$ cat src/hw/cpuPkg.sv
package cpuPkg;

  typedef logic [31:0] word_t;
  typedef logic [3:0]  regNum_t;
  typedef logic [3:0]  flags_t;   // N Z C V, with N at the top
  typedef logic [15:0] imm_t;

  // ----------------------------------------------------------------------
  // Instruction encodings
  // ----------------------------------------------------------------------
  typedef enum logic [3:0] {
    AND  = 4'd0,
    EOR  = 4'd1,
    SUB  = 4'd2,
    MOVI = 4'd3,
    ADD  = 4'd4,
    ADC  = 4'd5,
    LDR  = 4'd8,
    STR  = 4'd9,
    CMP  = 4'd10,
    ORR  = 4'd12,
    MOV  = 4'd13,
    MVN  = 4'd15
  } opCode_e;   // Codes 6, 7, 11 and 14 do nothing

  typedef enum logic [3:0] {
    EQ = 4'd0,
    NE = 4'd1,
    CS = 4'd2,
    CC = 4'd3,
    MI = 4'd4,
    PL = 4'd5,
    VS = 4'd6,
    VC = 4'd7,
    HI = 4'd8,
    LS = 4'd9,
    GE = 4'd10,
    LT = 4'd11,
    GT = 4'd12,
    LE = 4'd13,
    AL = 4'd14,
    NV = 4'd15
  } cond_e;

  typedef enum logic [1:0] {IDLE, EXEC, MEMWAIT, WRITE} ctrlState_e;

endpackage

$ cat src/hw/masterAlu.sv
`timescale 1ns/1ps

module masterAlu (
  input  cpuPkg::opCode_e op,
  input  cpuPkg::word_t   a,
  input  cpuPkg::word_t   b,
  input  cpuPkg::imm_t    imm,
  input  logic            carryIn,
  output cpuPkg::word_t   result,
  output cpuPkg::flags_t  newFlags
);

  cpuPkg::word_t addB;
  cpuPkg::word_t sum;
  logic          isSub;
  logic          addCin;
  logic          carryOut;
  logic          overflow;
  logic          useAdder;

  // ----------------------------------------------------------------------
  // Shared adder, subtraction runs as a + ~b + 1
  // ----------------------------------------------------------------------
  assign isSub  = (op == cpuPkg::SUB) || (op == cpuPkg::CMP);
  assign addB   = isSub ? ~b : b;
  assign addCin = isSub ? 1'b1 : ((op == cpuPkg::ADC) ? carryIn : 1'b0);

  assign {carryOut, sum} = {1'b0, a} + {1'b0, addB} + {32'b0, addCin};

  // Both inputs share a sign that the result does not
  assign overflow = (a[31] == addB[31]) && (sum[31] != a[31]);

  always_comb
  begin
    result   = '0;
    useAdder = 1'b0;
    case (op)
      cpuPkg::AND:  result = a & b;
      cpuPkg::EOR:  result = a ^ b;
      cpuPkg::ORR:  result = a | b;
      cpuPkg::MOV:  result = b;
      cpuPkg::MVN:  result = ~b;
      cpuPkg::MOVI: result = cpuPkg::word_t'(imm);
      cpuPkg::SUB, cpuPkg::ADD, cpuPkg::ADC, cpuPkg::CMP:
      begin
        result   = sum;
        useAdder = 1'b1;
      end
      default:      result = '0;
    endcase
  end

  // Logical ops keep the carry and clear V
  assign newFlags = {result[31],
                     (result == '0),
                     useAdder ? carryOut : carryIn,
                     useAdder ? overflow : 1'b0};

endmodule

$ cat config.mk
export PLATFORM = sky130hd
export DESIGN_NAME = masterAlu
export DESIGN_NICKNAME = d
export VERILOG_FILES = /design/src/hw/cpuPkg.sv /design/src/hw/masterAlu.sv
export SDC_FILE = /design/constraint.sdc
export NUM_CORES = 1
export LEC_CHECK = 0
export BUFFER_PORTS_ARGS = -buffer_cell sky130_fd_sc_hd__buf_4
export CORE_UTILIZATION = 40
export DETAILED_ROUTE_END_ITERATION = 6
export PLACE_DENSITY = 0.69
export SYNTH_ARGS = -nofsm -noshare
export SYNTH_HDL_FRONTEND = slang
export SYNTH_SLANG_ARGS = --single-unit
$ cat constraint.sdc
create_clock -name vclk -period 9.3
set_clock_uncertainty 0.05 [all_clocks]
set_input_delay 1.86 -clock vclk [all_inputs]
set_output_delay 1.86 -clock vclk [all_outputs]
set_load 0.01 [all_outputs]
### Word level (Yosys, flattened, before mapping)

Cells that the tools add are included.
W data, S select, Z words.

| word-level totals | value |
|---|---|
| flip-flop bits (word level) | 0 |

| cells by class | value |
|---|---|
| reductions and logical operators | 5 |
| add/subtract/negate cells | 2 |
| equality and inequality tests | 11 |
| mux-type cells | 7 |
| bitwise logic cells | 4 |

Operators by type and width:

| kind | count |
|---|---|
| $pmux W32 S7 | 1 |
| $add A32 B32 Y33 | 1 |
| $add A33 B1 Y33 | 1 |
| $and A32 B32 Y32 | 1 |
| $logic_not A32 Y1 | 1 |
| $mux W32 | 1 |
| $not A32 Y32 | 1 |
| $or A32 B32 Y32 | 1 |
| $xor A32 B32 Y32 | 1 |
| $eq A4 B4 Y1 const B | 4 |
| $eq A4 B2 Y1 const B | 2 |
| $eq A4 B3 Y1 const B | 2 |
| $mux W1 | 5 |
| $eq A4 B1 Y1 const B | 1 |
| $logic_not A4 Y1 | 1 |
| $reduce_or A4 Y1 | 1 |
| $eq A1 B1 Y1 | 1 |
| $logic_and A1 B1 Y1 | 1 |
| $logic_or A1 B1 Y1 | 1 |
| $ne A1 B1 Y1 | 1 |

### Logic depth before layout (Yosys ltp)

Gate-level depths: netlist of the first run.

| depth | value |
|---|---|
| depth in word-level cells | 8 |
| gate-level depth with buffers | 18 |

### Worst setup path after synthesis of the first run

Ideal clock, no wire load.

| timing path | value |
|---|---|
| path kind | input to output |
| start | in op[0] |
| end | out newFlags[2] |
| stages on the path | 18 |
| data arrival time | 6.092 ns |
| path buffers | 3 |
| data required time | 7.390 ns |
| slack | 1.298 ns |
| cell sequence | clkbuf_1 nor3b_1 clkbuf_1 clkbuf_1 xnor2_1 fa_1 inv_1 fa_1 nor2b_1 o221ai_2 o31ai_2 o31ai_4 o41ai_2 a221oi_2 xor2_1 o21ai_1 or4_1 nor2_1 |

| on the way | value |
|---|---|
| cells in the longest elaborated chain, start to end | 7 |
| elaborated cells between the ends (all ways) | 19 |
| classes of those cells | add/sub (2); eq/ne (9); mux (4); reduce/logical (4) |

Ends and longest elaborated chain:

| what | RTL line | text |
|---|---|---|
| start, declared | masterAlu.sv:4 | `input cpuPkg::opCode_e op,` |
| $eq A4 B2 Y1 or $eq A4 B4 Y1 (tied branches) | masterAlu.sv:24, masterAlu.sv:37 |  |
| $logic_or A1 B1 Y1 | masterAlu.sv:24 | `assign isSub = (op == cpuPkg::SUB) \|\| (op == cpuPkg::CMP);` |
| $mux W32 | masterAlu.sv:25 | `assign addB = isSub ? ~b : b;` |
| $add A32 B32 Y33 | masterAlu.sv:28 | `assign {carryOut, sum} = {1'b0, a} + {1'b0, addB} + {32'b0, addCin};` |
| $add A33 B1 Y33 | masterAlu.sv:28 |  |
| $pmux W32 S7 (*) | masterAlu.sv:37 | `case (op)` |
| via result[26] | masterAlu.sv:9 | `output cpuPkg::word_t result,` |
| $logic_not A32 Y1 (*) | masterAlu.sv:55 | `(result == '0),` |
| end, declared | masterAlu.sv:10 | `output cpuPkg::flags_t newFlags` |

Mark *: on every way through the listed nets, which the timed path passes. The rest lies on a longest branch.

### Worst setup path after layout of the first run

| timing path | value |
|---|---|
| start | in op[0] |
| end | out newFlags[2] |

| on the way | value |
|---|---|
| cells in the longest elaborated chain, start to end | 7 |
| elaborated cells between the ends (all ways) | 19 |
| classes of those cells | add/sub (2); eq/ne (9); mux (4); reduce/logical (4) |

Ends and longest elaborated chain:

| what | RTL line |
|---|---|
| $eq A4 B2 Y1 or $eq A4 B4 Y1 (tied branches) | masterAlu.sv:24, masterAlu.sv:37 |
| $logic_or A1 B1 Y1 | masterAlu.sv:24 |
| $mux W32 | masterAlu.sv:25 |
| $add A32 B32 Y33 | masterAlu.sv:28 |
| $add A33 B1 Y33 | masterAlu.sv:28 |
| $pmux W32 S7 (*) | masterAlu.sv:37 |
| $logic_not A32 Y1 (*) | masterAlu.sv:55 |

Mark *: on every way between the ends. The rest lies on a longest branch, timed or not.

==> impl_metrics.tcl, run 1 <==
set metrics [dict create \
    status "finished, final reports clean" \
    grt_use_total 0.252 \
    path_common_cell "buf_4" \
    fmax_ghz 0.122 \
    drt_wl_total_um 16100 \
    vdd_drop_max_v 0.0000387 \
    hold_violations 0 \
    drv_cap 0 \
    most-common-layout-cells "buf_4 (129), ha_1 (95), inv_1 (72), xnor2_1 (53), a21oi_1 (51)" \
    rows 39 \
    postCtsSetupBuffers 0 \
    viasPerCell 5.87 \
    cp_top_family "simple AND/OR/NAND/NOR gates" \
    grt-ovfl-total 0 \
    pin_count 121 \
    critPathMaxFanout 44 \
    seq_cells 0 \
    drtIter0Drc 337 \
    antenna_found_initial 0 \
    area_growth_pct 21.2 \
    synth_area_per_cell_um2 6.99 \
    cts_resized 0 \
    grt_pass1_vias 5397 \
    chipWidth_um 111 \
    layout.clock_buffers 0 \
    netlist_area_um2 4730 \
    rsz0062_at_grt "no" \
    fin_crit_sh 0.882 \
    final-setup-viol-count 0 \
    worstPathArrival_ps 6290 \
    final_util 0.500 \
    route.vias.total 5357 \
    route.detailed.drc 0 \
    yosysSeqAreaShare 0 \
    period_needed_ps 8200 \
    endpoint_kind "output pin" \
    maxSlewViolCount 0 \
    initial_core_util 0.413 \
    path_cells "buf_4 > nor3b_2 > buf_4 > xnor2_1 > ha_1 > nand2_1 > or3_1 > o221ai_1 > xnor2_1 > o211ai_1 > a2111oi_0 > nand4_1 > nor4_1 > nand4b_1 > nor2_1 > buf_4" \
    p_per_area_nw_per_um2 70.9 \
    syn_nets 859 \
    cpPeakStageDelay_ps 520 \
    netlist_instances 677 \
    wire_per_inst_um 17.6 \
    port_buffers 121 \
    seq_area_um2 0 \
    worstSetupStartpointType "input port" \
    timing.slew.headroom 0.395 \
    dieArea_um2 12300 \
    grt_pass1_wl_um 26100 \
    hpwlAfterDp_um 12600 \
    multiInputGateArea_um2 4320 \
    ys_types 68 \
    grt_max_degree 55 \
    hold_path.class "input port to output pin" \
    dr.pass1.iters 5 \
    route.antenna.remaining_nets 0 \
    crit_type "input port to output pin" \
    crit_buf_inv 3 \
    tightest_slew_ps 905 \
    gp_congestion 0.923 \
    yosysWarnings 0 \
    power_leakage_nw 2.75 \
    n_antenna_cell 0 \
    ctsHoldBuffers 0 \
    fin_tns_setup_ps 0 \
    drive_above_1_share 0.191 \
    die_height_um 111 \
    cp_slowest_cell "a2111oi_0" \
    crit_required_ps 7390 \
    final_net_count 953 \
    fillers 1129 \
    core-area_um2 11500 \
    layout_commonest_cell "buf_4" \
]
## through the flow
stage	total power, mW	instances	setup slack [ps]	hold slack, ps	area (µm²)
after global placement	0.394	912	1360	4070	5740
final	0.407	912	1100	4060	5740
after floorplan	0.264	677	1300	3820	4730
after detailed placement	0.401	912	1130	4060	5740
after global routing	0.446	912	786	4110	5740
after CTS	0.404	912	1110	4070	5740
## layer usage
metal	part of all wire	wire [µm]	global-route usage	up-vias
met1	0.43	6850	0.312	2500
met3	0.060	968	0.0208	30
met5	0	0	0	-
li1	-	-	-	2622
met2	0.49	7890	0.465	205
met4	0.022	358	0.0649	0
## cells by family after synthesis
kind of cell / Yosys count / share of synthesized area
buffers and inverters: 109 / 0.0915
multiplexers: 7 / 0.0153
AO/OA/AOI/OAI: 216 / 0.313
AND/OR/NAND/NOR: 174 / 0.183
XOR/XNOR: 74 / 0.137
adder cells (fa/ha/maj): 97 / 0.260
## cell usage after synthesis (5+ instances only)
master,number,area share
a211oi_1,5,0.0079
a21o_1,14,0.022
a21oi_1,51,0.054
a221oi_1,11,0.020
a22oi_1,12,0.019
and3_1,8,0.011
clkbuf_1,26,0.021
ha_1,95,0.25
inv_1,72,0.057
mux2i_1,5,0.011
nand2_1,45,0.036
nand3_1,13,0.014
nand4_1,6,0.0079
nor2_1,34,0.027
nor2b_1,21,0.028
nor3_1,21,0.022
nor4_1,6,0.0079
o211ai_1,11,0.017
o21a_1,8,0.013
o21ai_0,39,0.041
o21ai_1,8,0.0085
o22ai_1,7,0.0093
xnor2_1,53,0.098
xor2_1,21,0.039
## cell type report
class / instances / area share
Multi-Input combinational cell: 568 / 0.753
Timing Repair Buffer: 129 / 0.169
Inverter: 72 / 0.0471
Tap cell: 143 / 0.0312
## path summary, 6_finish.rpt
check,startpoint,to,slack [ps],cells past startpoint
hold / removal,imm[12],result[12],4060,4
setup / recovery,op[0],newFlags[2],1100,16
## report_power, final
group	switching, mW	leakage (nW)	total, mW	internal, mW
Clock	0	0	0	0
Sequential	0	0	0	0
Combinational	0.229	2.75	0.407	0.178
(Power assumes the default switching activity.)
==> run 2: changes to the inputs <==
Settings changed: CORE_UTILIZATION 40 to 45, PLACE_DENSITY 0.69 to 0.75.
==> run 2 against run 1 <==
Final cell count down 0.77%. Power about the same. Setup slack worse by 200 ps. Die area down 11%. Critical path type unchanged.
==> impl_metrics.tcl, run 2 (synthesis gave the netlist of run 1 again) <==
set metrics [dict create \
    status "finished, final reports clean" \
    rows 37 \
    endpoint_kind "output pin" \
    cpPeakStageDelay_ps 580 \
    path_common_cell "buf_4" \
    hpwlAfterDp_um 12200 \
    path_cells "buf_4 > nor3b_2 > buf_4 > xnor2_1 > ha_1 > nand4_1 > or3_1 > o221ai_1 > xnor2_1 > o211ai_1 > a2111oi_0 > nand4_1 > nor4_1 > nand4b_1 > nor2_1 > buf_4" \
    worstSetupStartpointType "input port" \
    chipWidth_um 105 \
    period_needed_ps 8400 \
    most-common-layout-cells "buf_4 (129), ha_1 (95), inv_1 (72), xnor2_1 (53), a21oi_1 (51)" \
    crit_required_ps 7390 \
    cp_slowest_cell "nor3b_2" \
    power_leakage_nw 2.75 \
    route.vias.total 5452 \
    dr.pass1.iters 5 \
    route.antenna.remaining_nets 0 \
    grt_pass1_vias 5316 \
    hold_violations 0 \
    ctsHoldBuffers 0 \
    seq_area_um2 0 \
    multiInputGateArea_um2 4320 \
    n_antenna_cell 0 \
    crit_buf_inv 3 \
    antenna_found_initial 0 \
    initial_core_util 0.460 \
    area_growth_pct 21.0 \
    rsz0062_at_grt "no" \
    grt_use_total 0.277 \
    die_height_um 105 \
    grt-ovfl-total 0 \
    wire_per_inst_um 17.2 \
    layout.clock_buffers 0 \
    drv_cap 0 \
    core-area_um2 10300 \
    cp_top_family "simple AND/OR/NAND/NOR gates" \
    whs_ps 4050 \
    postCtsSetupBuffers 0 \
    pin_count 121 \
    critPathMaxFanout 44 \
    crit_type "input port to output pin" \
    final-setup-viol-count 0 \
    final_net_count 953 \
    vdd_drop_max_v 0.0000317 \
    seq_cells 0 \
    fin_tns_setup_ps 0 \
    drt_wl_total_um 15600 \
    gp_congestion 1.01 \
    cts_resized 0 \
    drive_above_1_share 0.191 \
    min_path_cells 4 \
    drtIter0Drc 458 \
    hold_path.class "input port to output pin" \
    p_per_area_nw_per_um2 71.0 \
    fmax_ghz 0.119 \
    fin_crit_sh 0.904 \
    maxSlewViolCount 0 \
    viasPerCell 6.02 \
    worstPathArrival_ps 6490 \
    grt_max_degree 55 \
    grt_pass1_wl_um 25700 \
    fillers 1002 \
    layout_commonest_cell "buf_4" \
    path_depth 16 \
    route.detailed.drc 0 \
    port_buffers 121 \
    dieArea_um2 10900 \
    tightest_slew_ps 730 \
    timing.slew.headroom 0.512 \
]
## run 2: cell counts in the layout (fill, tap and decap cells not counted)
No cell type changed its count.
## run 2: cell type report
type	instances	area share
repair buffers	129	0.169
inverters	72	0.0472
well taps	136	0.0297
multi-input cells	568	0.754
## run 2: worst paths after layout
| path | slack [ps] | from | end |
|---|---|---|---|
| min | 4050 | imm[12] | result[12] |
| max | 900 | op[0] | newFlags[2] |
## run 2: per-stage QoR
step | setup WS [ps] | instances | total power [mW] | utilization | instance area (µm²)
after CTS | 937 | 905 | 0.401 | 0.557 | 5730
after detailed placement | 957 | 905 | 0.398 | 0.557 | 5730
after global placement | 1170 | 905 | 0.387 | 0.557 | 5730
after global routing | 525 | 905 | 0.443 | 0.557 | 5730
final | 896 | 905 | 0.407 | 0.557 | 5730
after floorplan | 1300 | 677 | 0.264 | - | 4730
## run 2: layer usage
| metal | GRT usage | wire length (µm) | vias to the layer above | part of all wire |
|---|---|---|---|---|
| met4 | 0.0510 | 171 | 0 | 0.011 |
| li1 | - | - | 2625 | - |
| met3 | 0.0187 | 1090 | 14 | 0.070 |
| met2 | 0.495 | 7590 | 229 | 0.49 |
| met1 | 0.364 | 6710 | 2584 | 0.43 |
| met5 | 0 | 0 | - | 0 |
## run 2: where the power goes
| part | switching, mW | total (mW) | internal [mW] |
|---|---|---|---|
| registers | 0 | 0 | 0 |
| clock network | 0 | 0 | 0 |
| logic | 0.229 | 0.407 | 0.178 |
| total | 0.229 | 0.407 | 0.178 |
