--- config.mk ---
export PLATFORM = sky130hd
export DESIGN_NAME = cpuControl_flat
export DESIGN_NICKNAME = d
export VERILOG_FILES = /design/src/hw/cpuPkg.sv /design/src/hw/memBus.sv /design/src/hw/cpuControl.sv /design/src/flat_wrapper.sv
export SDC_FILE = /design/constraint.sdc
export NUM_CORES = 1
export LEC_CHECK = 0
export BUFFER_PORTS_ARGS = -buffer_cell sky130_fd_sc_hd__buf_4
export CAP_MARGIN = 20
export CORE_AREA = 2 2 133 135
export CTS_CLUSTER_SIZE = 30
export DETAILED_ROUTE_END_ITERATION = 16
export DIE_AREA = 0 0 135 137
export GPL_TIMING_DRIVEN = 0
export SKIP_LAST_GASP = 1
export SYNTH_ARGS = -nofsm -noshare
export SYNTH_HDL_FRONTEND = slang
export SYNTH_SLANG_ARGS = --single-unit
export TNS_END_PERCENT = 5
--- constraint.sdc ---
create_clock -name Clk -period 1.9 [get_ports Clk]
set_input_delay 0.285 -clock Clk [delete_from_list [all_inputs] [get_ports Clk]]
set_output_delay 0.285 -clock Clk [all_outputs]
set_load 0.02 [all_outputs]
--- src/hw/cpuPkg.sv ---
package cpuPkg;

  typedef logic [31:0] word_t;
  typedef logic [3:0]  regNum_t;
  typedef logic [3:0]  flags_t;   // N Z C V, with N at the top
  typedef logic [15:0] imm_t;

  // ----------------------------------------------------------------------
  // Instruction encodings
  // ----------------------------------------------------------------------
  typedef enum logic [3:0] {
    AND  = 4'd0,
    EOR  = 4'd1,
    SUB  = 4'd2,
    MOVI = 4'd3,
    ADD  = 4'd4,
    ADC  = 4'd5,
    LDR  = 4'd8,
    STR  = 4'd9,
    CMP  = 4'd10,
    ORR  = 4'd12,
    MOV  = 4'd13,
    MVN  = 4'd15
  } opCode_e;   // Codes 6, 7, 11 and 14 do nothing

  typedef enum logic [3:0] {
    EQ = 4'd0,
    NE = 4'd1,
    CS = 4'd2,
    CC = 4'd3,
    MI = 4'd4,
    PL = 4'd5,
    VS = 4'd6,
    VC = 4'd7,
    HI = 4'd8,
    LS = 4'd9,
    GE = 4'd10,
    LT = 4'd11,
    GT = 4'd12,
    LE = 4'd13,
    AL = 4'd14,
    NV = 4'd15
  } cond_e;

  typedef enum logic [1:0] {IDLE, EXEC, MEMWAIT, WRITE} ctrlState_e;

endpackage

--- src/hw/memBus.sv ---
`timescale 1ns/1ps

interface memBus #(
  parameter int AddrWidth = 8
);

  logic                 enable;
  logic                 write;
  logic [AddrWidth-1:0] address;    // Word address
  cpuPkg::word_t        writeData;
  cpuPkg::word_t        readData;   // Valid one edge after a read enable

  modport ctrl (output enable, write, address, writeData, input readData);
  modport ram (input enable, write, address, writeData, output readData);

endinterface

--- src/hw/cpuControl.sv ---
`timescale 1ns/1ps

module cpuControl (
  input  logic               Clk,
  input  logic               rst,
  input  logic               instrValid,
  input  cpuPkg::word_t      instruction,
  output logic               busy,
  output cpuPkg::regNum_t    regSrc1,
  output cpuPkg::regNum_t    regSrc2,
  output cpuPkg::regNum_t    regDst,
  input  cpuPkg::word_t      regData1,
  input  cpuPkg::word_t      regData2,
  output logic               regWrite,
  output cpuPkg::word_t      regWriteData,
  output cpuPkg::opCode_e    aluOp,
  output cpuPkg::word_t      aluA,
  output cpuPkg::word_t      aluB,
  output cpuPkg::imm_t       aluImm,
  input  cpuPkg::word_t      aluResult,
  input  cpuPkg::flags_t     aluFlags,
  output cpuPkg::flags_t     flags,
  output logic               timerStart,
  input  logic               timerDone,
  memBus.ctrl                mem,
  output logic               wbValid
);

  localparam int MemAw = $bits(mem.address);

  cpuPkg::ctrlState_e state;
  cpuPkg::word_t      instr;
  cpuPkg::word_t      resultQ;
  cpuPkg::word_t      addrSum;
  cpuPkg::opCode_e    op;
  cpuPkg::cond_e      cond;
  logic               condPass;
  logic               writesReg;
  logic               isMem;
  logic               memStart;
  logic               flagUpdate;

  // ----------------------------------------------------------------------
  // Instruction fields
  // ----------------------------------------------------------------------
  assign cond    = cpuPkg::cond_e'(instr[31:28]);
  assign op      = cpuPkg::opCode_e'(instr[27:24]);
  assign regDst  = instr[22:19];
  assign regSrc1 = instr[14:11];
  assign regSrc2 = (op == cpuPkg::STR) ? instr[22:19] : instr[18:15];   // STR stores dst
  assign aluImm  = instr[18:3];

  assign aluOp = op;
  assign aluA  = regData1;
  assign aluB  = regData2;
  assign busy  = (state != cpuPkg::IDLE);

  always_comb
  begin
    case (cond)
      cpuPkg::EQ: condPass = flags[2];
      cpuPkg::NE: condPass = !flags[2];
      cpuPkg::CS: condPass = flags[1];
      cpuPkg::CC: condPass = !flags[1];
      cpuPkg::MI: condPass = flags[3];
      cpuPkg::PL: condPass = !flags[3];
      cpuPkg::VS: condPass = flags[0];
      cpuPkg::VC: condPass = !flags[0];
      cpuPkg::HI: condPass = flags[1] && !flags[2];
      cpuPkg::LS: condPass = !flags[1] || flags[2];
      cpuPkg::GE: condPass = (flags[3] == flags[0]);
      cpuPkg::LT: condPass = (flags[3] != flags[0]);
      cpuPkg::GT: condPass = !flags[2] && (flags[3] == flags[0]);
      cpuPkg::LE: condPass = flags[2] || (flags[3] != flags[0]);
      cpuPkg::AL: condPass = 1'b1;
      default:    condPass = 1'b0;   // NV never runs
    endcase
  end

  always_comb
  begin
    case (op)
      cpuPkg::AND, cpuPkg::EOR, cpuPkg::SUB, cpuPkg::ADD, cpuPkg::ADC,
      cpuPkg::ORR, cpuPkg::MOV, cpuPkg::MVN, cpuPkg::MOVI: writesReg = 1'b1;
      default: writesReg = 1'b0;
    endcase
  end

  assign isMem      = (op == cpuPkg::LDR) || (op == cpuPkg::STR);
  assign memStart   = (state == cpuPkg::EXEC) && condPass && isMem;
  assign flagUpdate = condPass && ((instr[23] && writesReg) || op == cpuPkg::CMP);

  // ----------------------------------------------------------------------
  // Memory side
  // ----------------------------------------------------------------------
  assign addrSum       = regData1 + cpuPkg::word_t'(aluImm);
  assign mem.enable    = memStart || (state == cpuPkg::MEMWAIT);   // Held until the timer ends
  assign mem.write     = (op == cpuPkg::STR);
  assign mem.address   = MemAw'(addrSum);
  assign mem.writeData = regData2;
  assign timerStart    = memStart;

  assign regWrite = ((state == cpuPkg::EXEC) && condPass && writesReg) ||
                    ((state == cpuPkg::MEMWAIT) && timerDone && op == cpuPkg::LDR);

  // WRITE replays the captured value so wbData stays steady after the write
  assign regWriteData = (state == cpuPkg::WRITE)   ? resultQ :
                        (state == cpuPkg::MEMWAIT) ? mem.readData : aluResult;

  always_ff @(posedge Clk)
  begin
    if (state == cpuPkg::IDLE && instrValid)
      instr <= instruction;
    if (state != cpuPkg::WRITE)
      resultQ <= regWriteData;
  end

  always_ff @(posedge Clk)
  begin
    if (rst)
    begin
      state   <= cpuPkg::IDLE;
      flags   <= '0;
      wbValid <= 1'b0;
    end
    else
    begin
      wbValid <= regWrite;   // Pulses in the cycle after the register write
      case (state)
        cpuPkg::IDLE:
          if (instrValid)
            state <= cpuPkg::EXEC;
        cpuPkg::EXEC:
        begin
          if (flagUpdate)
            flags <= aluFlags;
          state <= memStart ? cpuPkg::MEMWAIT : cpuPkg::WRITE;
        end
        cpuPkg::MEMWAIT:
          if (timerDone)
            state <= cpuPkg::WRITE;
        default:
          state <= cpuPkg::IDLE;
      endcase
    end
  end

endmodule

--- src/flat_wrapper.sv ---
// flat-port wrapper written by rule: the top's interface ports become plain ports
module cpuControl_flat 
  (Clk, rst, instrValid, instruction, busy, regSrc1, regSrc2, regDst, regData1, regData2, regWrite, regWriteData, aluOp, aluA, aluB, aluImm, aluResult, aluFlags, flags, timerStart, timerDone, wbValid, mem_enable, mem_write, mem_address, mem_writeData, mem_readData);
  memBus mem_i ();
  input  logic Clk;
  input  logic rst;
  input  logic instrValid;
  input  cpuPkg::word_t instruction;
  output logic busy;
  output cpuPkg::regNum_t regSrc1;
  output cpuPkg::regNum_t regSrc2;
  output cpuPkg::regNum_t regDst;
  input  cpuPkg::word_t regData1;
  input  cpuPkg::word_t regData2;
  output logic regWrite;
  output cpuPkg::word_t regWriteData;
  output cpuPkg::opCode_e aluOp;
  output cpuPkg::word_t aluA;
  output cpuPkg::word_t aluB;
  output cpuPkg::imm_t aluImm;
  input  cpuPkg::word_t aluResult;
  input  cpuPkg::flags_t aluFlags;
  output cpuPkg::flags_t flags;
  output logic timerStart;
  input  logic timerDone;
  output logic wbValid;
  output wire logic [$bits(mem_i.enable)-1:0] mem_enable;
  output wire logic [$bits(mem_i.write)-1:0] mem_write;
  output wire logic [$bits(mem_i.address)-1:0] mem_address;
  output wire logic [$bits(mem_i.writeData)-1:0] mem_writeData;
  input wire logic [$bits(mem_i.readData)-1:0] mem_readData;
  assign mem_enable = mem_i.enable;
  assign mem_write = mem_i.write;
  assign mem_address = mem_i.address;
  assign mem_writeData = mem_i.writeData;
  assign mem_i.readData = mem_readData;
  cpuControl u_core (.Clk(Clk), .rst(rst), .instrValid(instrValid), .instruction(instruction), .busy(busy), .regSrc1(regSrc1), .regSrc2(regSrc2), .regDst(regDst), .regData1(regData1), .regData2(regData2), .regWrite(regWrite), .regWriteData(regWriteData), .aluOp(aluOp), .aluA(aluA), .aluB(aluB), .aluImm(aluImm), .aluResult(aluResult), .aluFlags(aluFlags), .flags(flags), .timerStart(timerStart), .timerDone(timerDone), .mem(mem_i), .wbValid(wbValid));
endmodule
* Word level (Yosys, flattened, before mapping)
Memory sizes are Yosys's and may differ from the RTL's. A register that Yosys moved wholly into a read port is not among the register bits.
Index checks and enable logic that the tools add are counted.
Widths: inputs -> output; s select.
** Word-level totals
- Bits in read-only memories :: 16
- Register bits :: 71
- Output and inout bits :: 178
- Word-level logic and storage cells :: 66
- Memories kept :: 1
** Memories
- (name not given) :: words 16, width 1, rd ports 1, clocked after Yosys merged registers in 1, wr ports 0, line cpuControl.sv:82 : case (op)
** Operators by class
- Add/sub/neg operators :: 1
- Reductions and logical operators :: 25
- Equal/unequal tests :: 25
- Muxes and demuxes :: 9
** Operators by type and width (number)
- $mux 32 :: 2
- $eq 4x4->1 const B :: 10
- $eq 4x3->1 const B :: 4
- $pmux 1 s15 :: 1
- $logic_and 1x1->1 :: 10
- $add 8x8->8 :: 1
- $eq 4x2->1 const B :: 2
- $mux 4 :: 2
- $logic_or 1x1->1 :: 6
- $ne 2x2->1 const B :: 3
- $pmux 2 s3 :: 1
- $eq 2x2->1 const B :: 2
- $eq 4x1->1 const B :: 1
- $logic_not 1->1 :: 4
- $logic_not 4->1 :: 1
- $mux 2 :: 2
- $reduce_and 2->1 :: 2
- $eq 2x1->1 const B :: 1
- $logic_not 2->1 :: 1
- $reduce_bool 2->1 :: 1
- $eq 1x1->1 :: 1
- $mux 1 :: 1
- $ne 1x1->1 :: 1

* Depth between registers and ports, before layout
Gate-level depths: netlist of the first run.
- Depth after elaboration :: 7
- Gate-level depth with buffers :: 9
- Mapped depth without buffers :: 9

* Worst setup path before layout of the first run
Ideal clock, no wire load.
- Path kind :: register to output
- Start :: register u_core.flags[3]
- End :: output port mem_enable
- Slack :: -0.254 ns
- Required time :: 1.615 ns
- Buffers on the path :: 0
- Arrival time :: 1.869 ns
- Stages on the path, launching flop included :: 7
- Cells stage by stage :: dfxtp_1 xnor2_1 a311oi_1 o31a_1 o2111ai_2 a21oi_2 or2_1
** On the way
- Longest elaborated chain between the ends :: 6
- Elaborated cells between the ends (all ways) :: 9
** RTL lines
- from (decl) :: line cpuControl.sv:22 : output cpuPkg::flags_t flags,
- from (signal assigned) :: line cpuControl.sv:136 : flags <= aluFlags;
- $ne 1x1->1 / $eq 1x1->1 (equally long branches)
- $logic_or 1x1->1 / $logic_and 1x1->1 (equally long branches) :: line cpuControl.sv:74, cpuControl.sv:73
- $pmux 1 s15 * :: line cpuControl.sv:60 : case (cond)
- $logic_and 1x1->1 * (2 in series) :: line cpuControl.sv:90 : assign memStart = (state == cpuPkg::EXEC) && condPass && isMem;
- net timerStart :: line flat_wrapper.sv:24 : output logic timerStart;
- $logic_or 1x1->1 * :: line cpuControl.sv:97 : assign mem.enable = memStart || (state == cpuPkg::MEMWAIT);
- to (decl) :: line flat_wrapper.sv:27 : output wire logic [$bits(mem_i.enable)-1:0] mem_enable;
Mark *: on every way through the listed nets, which the timed path passes. The rest lies on a longest branch.

* Worst setup path after layout of the first run
- Start :: register u_core.instr[30]
- End :: output port mem_enable
** On the way
- Longest elaborated chain between the ends :: 5
- Elaborated cells between the ends (all ways) :: 19
** RTL lines
- from (decl) :: line cpuControl.sv:32 : cpuPkg::word_t instr;
- from (signal assigned) :: line cpuControl.sv:113 : instr <= instruction;
- $eq 4x4->1 (tied with other cells) :: line cpuControl.sv:60
- $pmux 1 s15 * :: line cpuControl.sv:60
- $logic_and 1x1->1 * (2 in series) :: line cpuControl.sv:90
- $logic_or 1x1->1 * :: line cpuControl.sv:97
Every way passes the cells marked *; elsewhere a longest branch is shown, timed or not.

==> flow_metrics.tcl, run 1 <==
set metrics [dict create \
    status "finished with violations" \
    globalRoute.totalOverflow 0 \
    violations_in_the_final_reports "negative setup slack" \
    share_comb_of_total_power_pct 51.8 \
    fin_cells 959 \
    timing.reg2reg.setup_slack_ns 0.02 \
    synth.top_cell.area_share_pct 41.66 \
    finalHoldViolations 0 \
    die-area_um2 18500 \
    grt_first_pass_wirelength_um 19160 \
    r2r.worst_path.cells 8 \
    syn_avg_cell_area_um2 10.59 \
    crit_path_max_fanout 6 \
    dpl.hpwl_um 11220 \
    cts_max_path_buffers 2 \
    setup_ws_ns -0.5170 \
    p_switching_mw 3.212 \
    synth_seq_area_share_pct 45.30 \
    ant_nets 0 \
    fp.dieW_um 135 \
    required_time_of_the_critical_path_ns 1.62 \
    critical_path.max_stage_delay_ns 0.38 \
    startpoint_type "flip-flop" \
    drt_first_pass_iters 4 \
    worstSetupPathType "flip-flop to output pin" \
    switching_share_pct 36.29 \
    synthesis.instances 415 \
    cts.sinks 69 \
    post_synth_num_cell_types 40 \
    drive_above_1_share_pct 66.35 \
    die_h_um 137 \
    crit_chain "buf_6 -> a21boi_2 -> a311oi_2 -> o31a_1 -> o2111ai_4 -> a21oi_4 -> or2_4 -> buf_6" \
    cellLeakagePower_nw 3.491 \
    layout_min_cycle_time_ns 2.417 \
    clock_power_share_pct 18.8 \
    timing.hold.worst.start "instruction[20]" \
    row_count 48 \
    grt_max_degree 26 \
    crit_path_top_delay_cell "sky130_fd_sc_hd__edfxtp_1" \
    synth-main-ff-cell "sky130_fd_sc_hd__edfxtp_1" \
    max_cap_viol_count 0 \
    yosysWarningCount 0 \
    floorplan.core_area_um2 17060 \
    syn-cell-area_um2 4397 \
    cp_data_arrival_time_ns 2.13 \
    drc 0 \
    design_area_um2 7562 \
    ios 346 \
    intPower_mw 5.640 \
    setup_tns_ns -9.724 \
    cellPowerDensity_nw_per_um2 1170 \
    area_delta_synth_final_pct 72.00 \
    vias 3833 \
    critical_path.reg2reg.startpoint "u_core.state[0]$_SDFFE_PP0P_" \
    multi_input_area_um2 1484 \
    worst-slew-pin-transition_ns 0.5146 \
    finalClockSkew_ns 0.006688 \
    design_power_total_mw 8.852 \
    grt_setup_unrepaired "yes" \
    max_slew_margin_vs_limit_pct 65.57 \
    via_count_of_the_first_global_routing_pass 3628 \
    crit_top_cell "sky130_fd_sc_hd__buf_6" \
    floorplan.initialDensity_pct 25.78 \
    global_route.usage.total_pct 13.73 \
    worst_setup_hold_path_clk_slew_ns 0.06 \
    fin_util_pct 44.34 \
    finalWeightedCongestion 0.7635 \
    cts_buffers 9 \
    synth_common_cells "sky130_fd_sc_hd__buf_4 (125), sky130_fd_sc_hd__edfxtp_1 (61), sky130_fd_sc_hd__nand2_1 (44), sky130_fd_sc_hd__mux2i_1 (39), sky130_fd_sc_hd__o21ai_0 (34)" \
    min_period_over_period_pct 127.2 \
    syn_nets 596 \
    worstReg2RegEnd "u_core.state[0]$_SDFFE_PP0P_" \
    timing.final.setup_violations 46 \
    layout.filler_cells 1697 \
    detail_route.wl_per_cell_um 14.16 \
    proportion_of_power_drawn_by_flip_flops_and_latches_pct 29.4 \
    drtIter0Drc 68 \
    ir_worst_vdd_mv 0.6982 \
    startpoint "u_core.instr[30]$_DFFE_PP_" \
    detail_route.wirelength_um 13580 \
    regArea_um2 2001 \
    ys_ff_latch 69 \
    synthMostInstantiatedCell "sky130_fd_sc_hd__buf_4" \
    min-delay-path-class "primary input to flip-flop" \
    clk_root_buffer_cell "sky130_fd_sc_hd__clkbuf_16" \
    cts_htree_levels 3 \
    end_kind "output pin" \
    fmaxAchievable_ghz 0.4137 \
    nets 910 \
    numPlacedInstances 928 \
    synthTopCellsByArea "sky130_fd_sc_hd__edfxtp_1 (42%), sky130_fd_sc_hd__buf_4 (21%), sky130_fd_sc_hd__mux2i_1 (8.9%)" \
    antennaDiodeCount 0 \
    drv_slew 0 \
    tritoncts "built" \
    post_synthesis_cell_type_with_the_largest_combined_area "sky130_fd_sc_hd__edfxtp_1" \
    routed_via_density 3.997 \
    port_buffers 286 \
    timing.critical_path.to "mem_enable" \
    worstSkewPairLatency_ns 0.33 \
    postSynth.asyncResetShare_pct 0 \
    synth_enable_flop_cells 61 \
    grt_antenna_before_repair 0 \
    placement.cell_area_um2 6933 \
]
-- cells in the final DEF (no fill, tap or decap), drive strengths merged, types with 2 or more instances in the layout --
cell	Yosys	layout
nand2	44	44
xnor2	8	8
a31oi	2	2
a21oi	8	8
nor2	7	7
nor3	2	2
o21ai	34	34
clkbuf	9	18
o22ai	2	2
ha	12	12
edfxtp	61	61
clkinvlp	0	2
buf	129	432
o2111ai	2	2
mux2	4	4
inv	14	14
mux2i	39	39
dfxtp	8	8
nor2b	3	3
a21o	2	2
clkinv	0	3
nor3b	2	2
nand2b	8	8
-- how the worst min path moves through the flow --
| stage | endpoint | cells after the start |
|---|---|---|
| 4_1_cts | u_core.instr[20]$_DFFE_PP_ | 1 |
| 5_1_grt | u_core.instr[14]$_DFFE_PP_ | 1 |
| 2_1_floorplan | u_core.instr[10]$_DFFE_PP_ | 0 |
| 6_report | u_core.instr[20]$_DFFE_PP_ | 1 |
| 3_5_place_dp | u_core.instr[15]$_DFFE_PP_ | 1 |
| 3_3_place_gp | u_core.instr[19]$_DFFE_PP_ | 1 |
-- per-stage QoR --
stage	worst slack [ns]	hold slack [ns]
CTS	-0.5776	0.1005
global route	-0.6908	0.1047
floorplan	-0.1301	0.3839
detailed placement	-0.4759	0.4643
finish	-0.5170	0.1237
global placement	-0.6709	0.4634
-- power groups by stage --
stage,registers [mW],clock network (mW),logic (mW)
finish,2.60,1.67,4.58
global route,2.66,1.78,4.93
CTS,2.61,1.74,4.62
detailed placement,2.62,0,4.12
global placement,2.62,0,4.01
floorplan,2.57,0,2.47
-- timing repair --
item,in CTS,in global routing
gates cloned,1,0
hold buffers,0,0
endpoints found under the setup margin,114,59
buffers inserted,15,0
gates resized for setup,52,8
pin swaps,10,6
-- logic make-up after synthesis --
logic type / after synthesis / share of synthesized area, %
buffers and inverters: 152 / 23.76
AND/OR/NAND/NOR: 71 / 7.285
flip-flops: 69 / 45.30
AO/OA/AOI/OAI: 58 / 8.082
multiplexers: 43 / 9.903
adder cells (fa/ha/maj): 13 / 3.870
XOR/XNOR: 9 / 1.793
-- routing by layer --
layer,wire length (µm),GRT usage [%],up-vias
met1,4731,14.08,1687
met5,0,0,-
met4,135,4.340,0
met2,7246,25.86,201
li1,-,-,1937
met3,1464,5.074,8
-- layout make-up --
class | instances | share of cell area (%)
Tap cell | 225 | 3.723
Clock buffer | 10 | 3.028
Inverter | 14 | 0.7280
Buffer | 137 | 14.31
Clock inverter | 6 | 0.8438
Multi-Input combinational cell | 194 | 19.62
Sequential cell | 69 | 26.46
Timing Repair Buffer | 304 | 31.29
-- state kept, by name, summed over array words and instances, names as in the netlist --
| name | cells |
|---|---|
| u_core.instr | 29 |
| u_core.resultQ | 32 |
| u_core.state | 2 |
| u_core.wbValid | 1 |
| u_core.flags | 4 |
| u_core.writesReg | 1 |
-- worst max-delay path, delay by kind of cell (launching register included) --
kind	cells	cell delay [ns]
AOI/OAI and AO/OA	5	0.90
and+or+nand+nor	1	0.24
buffers and inverters	2	0.28
DFF	1	0.38
Power figures use the tool's default switching activity.
==> run 2, diff against run 1 <==
--- a/config.mk
+++ b/config.mk
@@ -5,12 +5,13 @@
 export SDC_FILE = /design/constraint.sdc
 export NUM_CORES = 1
 export LEC_CHECK = 0
+export ABC_CLOCK_PERIOD_IN_PS = 1900
 export BUFFER_PORTS_ARGS = -buffer_cell sky130_fd_sc_hd__buf_4
 export CAP_MARGIN = 20
-export CORE_AREA = 2 2 133 135
+export CORE_AREA = 2 2 135 137
 export CTS_CLUSTER_SIZE = 30
 export DETAILED_ROUTE_END_ITERATION = 16
-export DIE_AREA = 0 0 135 137
+export DIE_AREA = 0 0 137 139
 export GPL_TIMING_DRIVEN = 0
 export SKIP_LAST_GASP = 1
 export SYNTH_ARGS = -nofsm -noshare
==> run 2 against run 1 <==
Compared with the run above:
- flip-flop and latch count stayed put
- total power is 0.54% higher
- global-route usage is 0.68 points higher
- setup slack worse by 0.070 ns
- the flow still finishes with violations (negative setup slack)
- first-iteration DRC count is 16% lower
- sequential power hardly changed
- highest routed layer unchanged
==> flow_metrics.tcl, run 2 (same netlist as run 1, synthesis figures left out) <==
set metrics [dict create \
    worstSkewPairLatency_ns 0.34 \
    largest_register "u_core.resultQ" \
    detail_route.wirelength_um 14070 \
    max_slew_margin_vs_limit_pct 59.33 \
    global_route.usage.total_pct 14.41 \
    cp_data_arrival_time_ns 2.20 \
    detail_route.wl_per_cell_um 14.60 \
    worstHoldEndpoint "u_core.instr[16]$_DFFE_PP_" \
    die_h_um 139 \
    crit_path_max_fanout 7 \
    dpl.hpwl_um 11870 \
    violations_in_the_final_reports "negative setup slack" \
    routed_via_density 3.970 \
    design_area_um2 7548 \
    ios 346 \
    tritoncts "built" \
    cts_buffers 9 \
    most-common-layout-cells "sky130_fd_sc_hd__buf_4 (423), sky130_fd_sc_hd__edfxtp_1 (61), sky130_fd_sc_hd__nand2_1 (44)" \
    cts_max_path_buffers 2 \
    timing.hold.worst.start "instruction[16]" \
    timing.reg2reg.setup_slack_ns -0.01 \
    worstHoldPathCells 1 \
    layout_commonest_cell "sky130_fd_sc_hd__buf_4" \
    fp.dieW_um 137 \
    critical_path.reg2reg.startpoint "u_core.state[0]$_SDFFE_PP0P_" \
    min_period_over_period_pct 130.9 \
    grt_first_pass_wirelength_um 20670 \
    floorplan.initialDensity_pct 24.90 \
    max_cap_viol_count 0 \
    fin_util_pct 42.75 \
    grt_setup_unrepaired "yes" \
    drt_first_pass_iters 4 \
    cellPowerDensity_nw_per_um2 1179 \
    fmaxAchievable_ghz 0.4020 \
    worstReg2RegEnd "u_core.resultQ[9]$_DFFE_PN_" \
    drtIter0Drc 57 \
    port_buffers 286 \
    drc 0 \
    dp_worst_setup_slack_ns -0.4151 \
    drive_above_1_share_pct 65.58 \
    cts.hold.buffers_added 0 \
    area_delta_synth_final_pct 71.68 \
    startpoint_type "flip-flop" \
    placement.cell_area_um2 6938 \
    floorplan.core_area_um2 17660 \
    cellLeakagePower_nw 3.497 \
    worst-slew-pin-transition_ns 0.6094 \
    status "finished with violations" \
    drv_slew 0 \
    finalClockSkew_ns 0.002974 \
    grt_max_degree 21 \
    setup_ws_ns -0.5875 \
    finalWeightedCongestion 0.7426 \
    largest_reg_flops 32 \
    via_count_of_the_first_global_routing_pass 3767 \
    required_time_of_the_critical_path_ns 1.62 \
    layout_min_cycle_time_ns 2.488 \
    finalHoldViolations 0 \
    antennaDiodeCount 0 \
    end_kind "output pin" \
    nets 911 \
    ir_worst_vdd_mv 0.6883 \
    clk_root_buffer_cell "sky130_fd_sc_hd__clkbuf_16" \
    worst_setup_hold_path_clk_slew_ns 0.06 \
    r2r.worst_path.cells 5 \
    vias 3827 \
    min-delay-path-class "primary input to flip-flop" \
    cts.sinks 69 \
    layout.filler_cells 1761 \
    die-area_um2 19040 \
    grt_antenna_before_repair 0 \
    worstSetupPathType "flip-flop to output pin" \
    ant_nets 0 \
    timing.final.setup_violations 59 \
    biggestRegsByFlops "u_core.resultQ x32, u_core.instr x29, u_core.flags x4" \
    globalRoute.totalOverflow 0 \
    cts_htree_levels 3 \
    row_count 49 \
]
==> run 2: final cells by class <==
class,count,area (µm²),area share [%]
well taps,229,286.5,3.796
multi-input cells,194,1481,19.63
flip-flops and latches,69,2001,26.50
clock buffers,9,225.2,2.984
repair buffers,305,2370,31.39
plain buffers,137,1040,13.77
clock inverters,7,90.09,1.193
inverters,14,55.05,0.7293
==> run 2: how the worst max path moves through the flow <==
stage	from	to	slack (ns)	depth (start not counted)
global placement	u_core.state[0]$_SDFFE_PP0P_	u_core.resultQ[5]$_DFFE_PN_	-0.60	4
finish	u_core.instr[30]$_DFFE_PP_	mem_enable	-0.59	8
CTS	u_core.instr[30]$_DFFE_PP_	mem_enable	-0.61	8
detailed placement	u_core.state[0]$_SDFFE_PP0P_	u_core.resultQ[5]$_DFFE_PN_	-0.42	5
global route	u_core.instr[30]$_DFFE_PP_	timerStart	-0.70	8
floorplan	u_core.state[0]$_SDFFE_PP0P_	u_core.resultQ[2]$_DFFE_PN_	-0.13	6
==> run 2: where the power goes <==
| group | total [mW] | internal (mW) | switching, mW |
|---|---|---|---|
| clock network | 1.79 | 1.14 | 0.653 |
| logic | 4.50 | 2.17 | 2.33 |
| registers | 2.61 | 2.37 | 0.235 |
==> run 2: per-layer routing <==
layer	up-vias	share of wire [%]	GRT usage (%)
met4	0	2.0	5.589
met3	16	11	4.605
met1	1658	36	15.26
met2	213	51	26.13
met5	-	0	0
li1	1940	-	-
==> run 2: timing repair <==
item,CTS,global route
endpoints found under the setup margin,114,72
pin swaps,9,3
setup buffers,13,3
resized for setup,35,7
gates cloned,1,0
==> run 2: through the flow <==
stage | setup TNS, ns | power (mW) | std cells | hold WS (ns)
final | -10.56 | 8.900 | 964 | 0.1209
after global routing | -20.44 | 9.446 | 964 | 0.1025
after CTS | -14.73 | 8.984 | 961 | 0.1010
after detailed placement | -22.33 | 6.755 | 932 | 0.4643
after global placement | -35.72 | 6.654 | 930 | 0.4637
after floorplan | -9.136 | 5.041 | 415 | 0.3839
==> run 2: critical path, stage by stage (launching register included) <==
cell,delay (ns)
sky130_fd_sc_hd__edfxtp_1,0.39
sky130_fd_sc_hd__buf_6,0.15
sky130_fd_sc_hd__a21boi_2,0.14
sky130_fd_sc_hd__a311oi_2,0.06
sky130_fd_sc_hd__o31a_1,0.33
sky130_fd_sc_hd__o2111ai_4,0.28
sky130_fd_sc_hd__a21oi_4,0.13
sky130_fd_sc_hd__or2_4,0.25
sky130_fd_sc_hd__buf_6,0.13
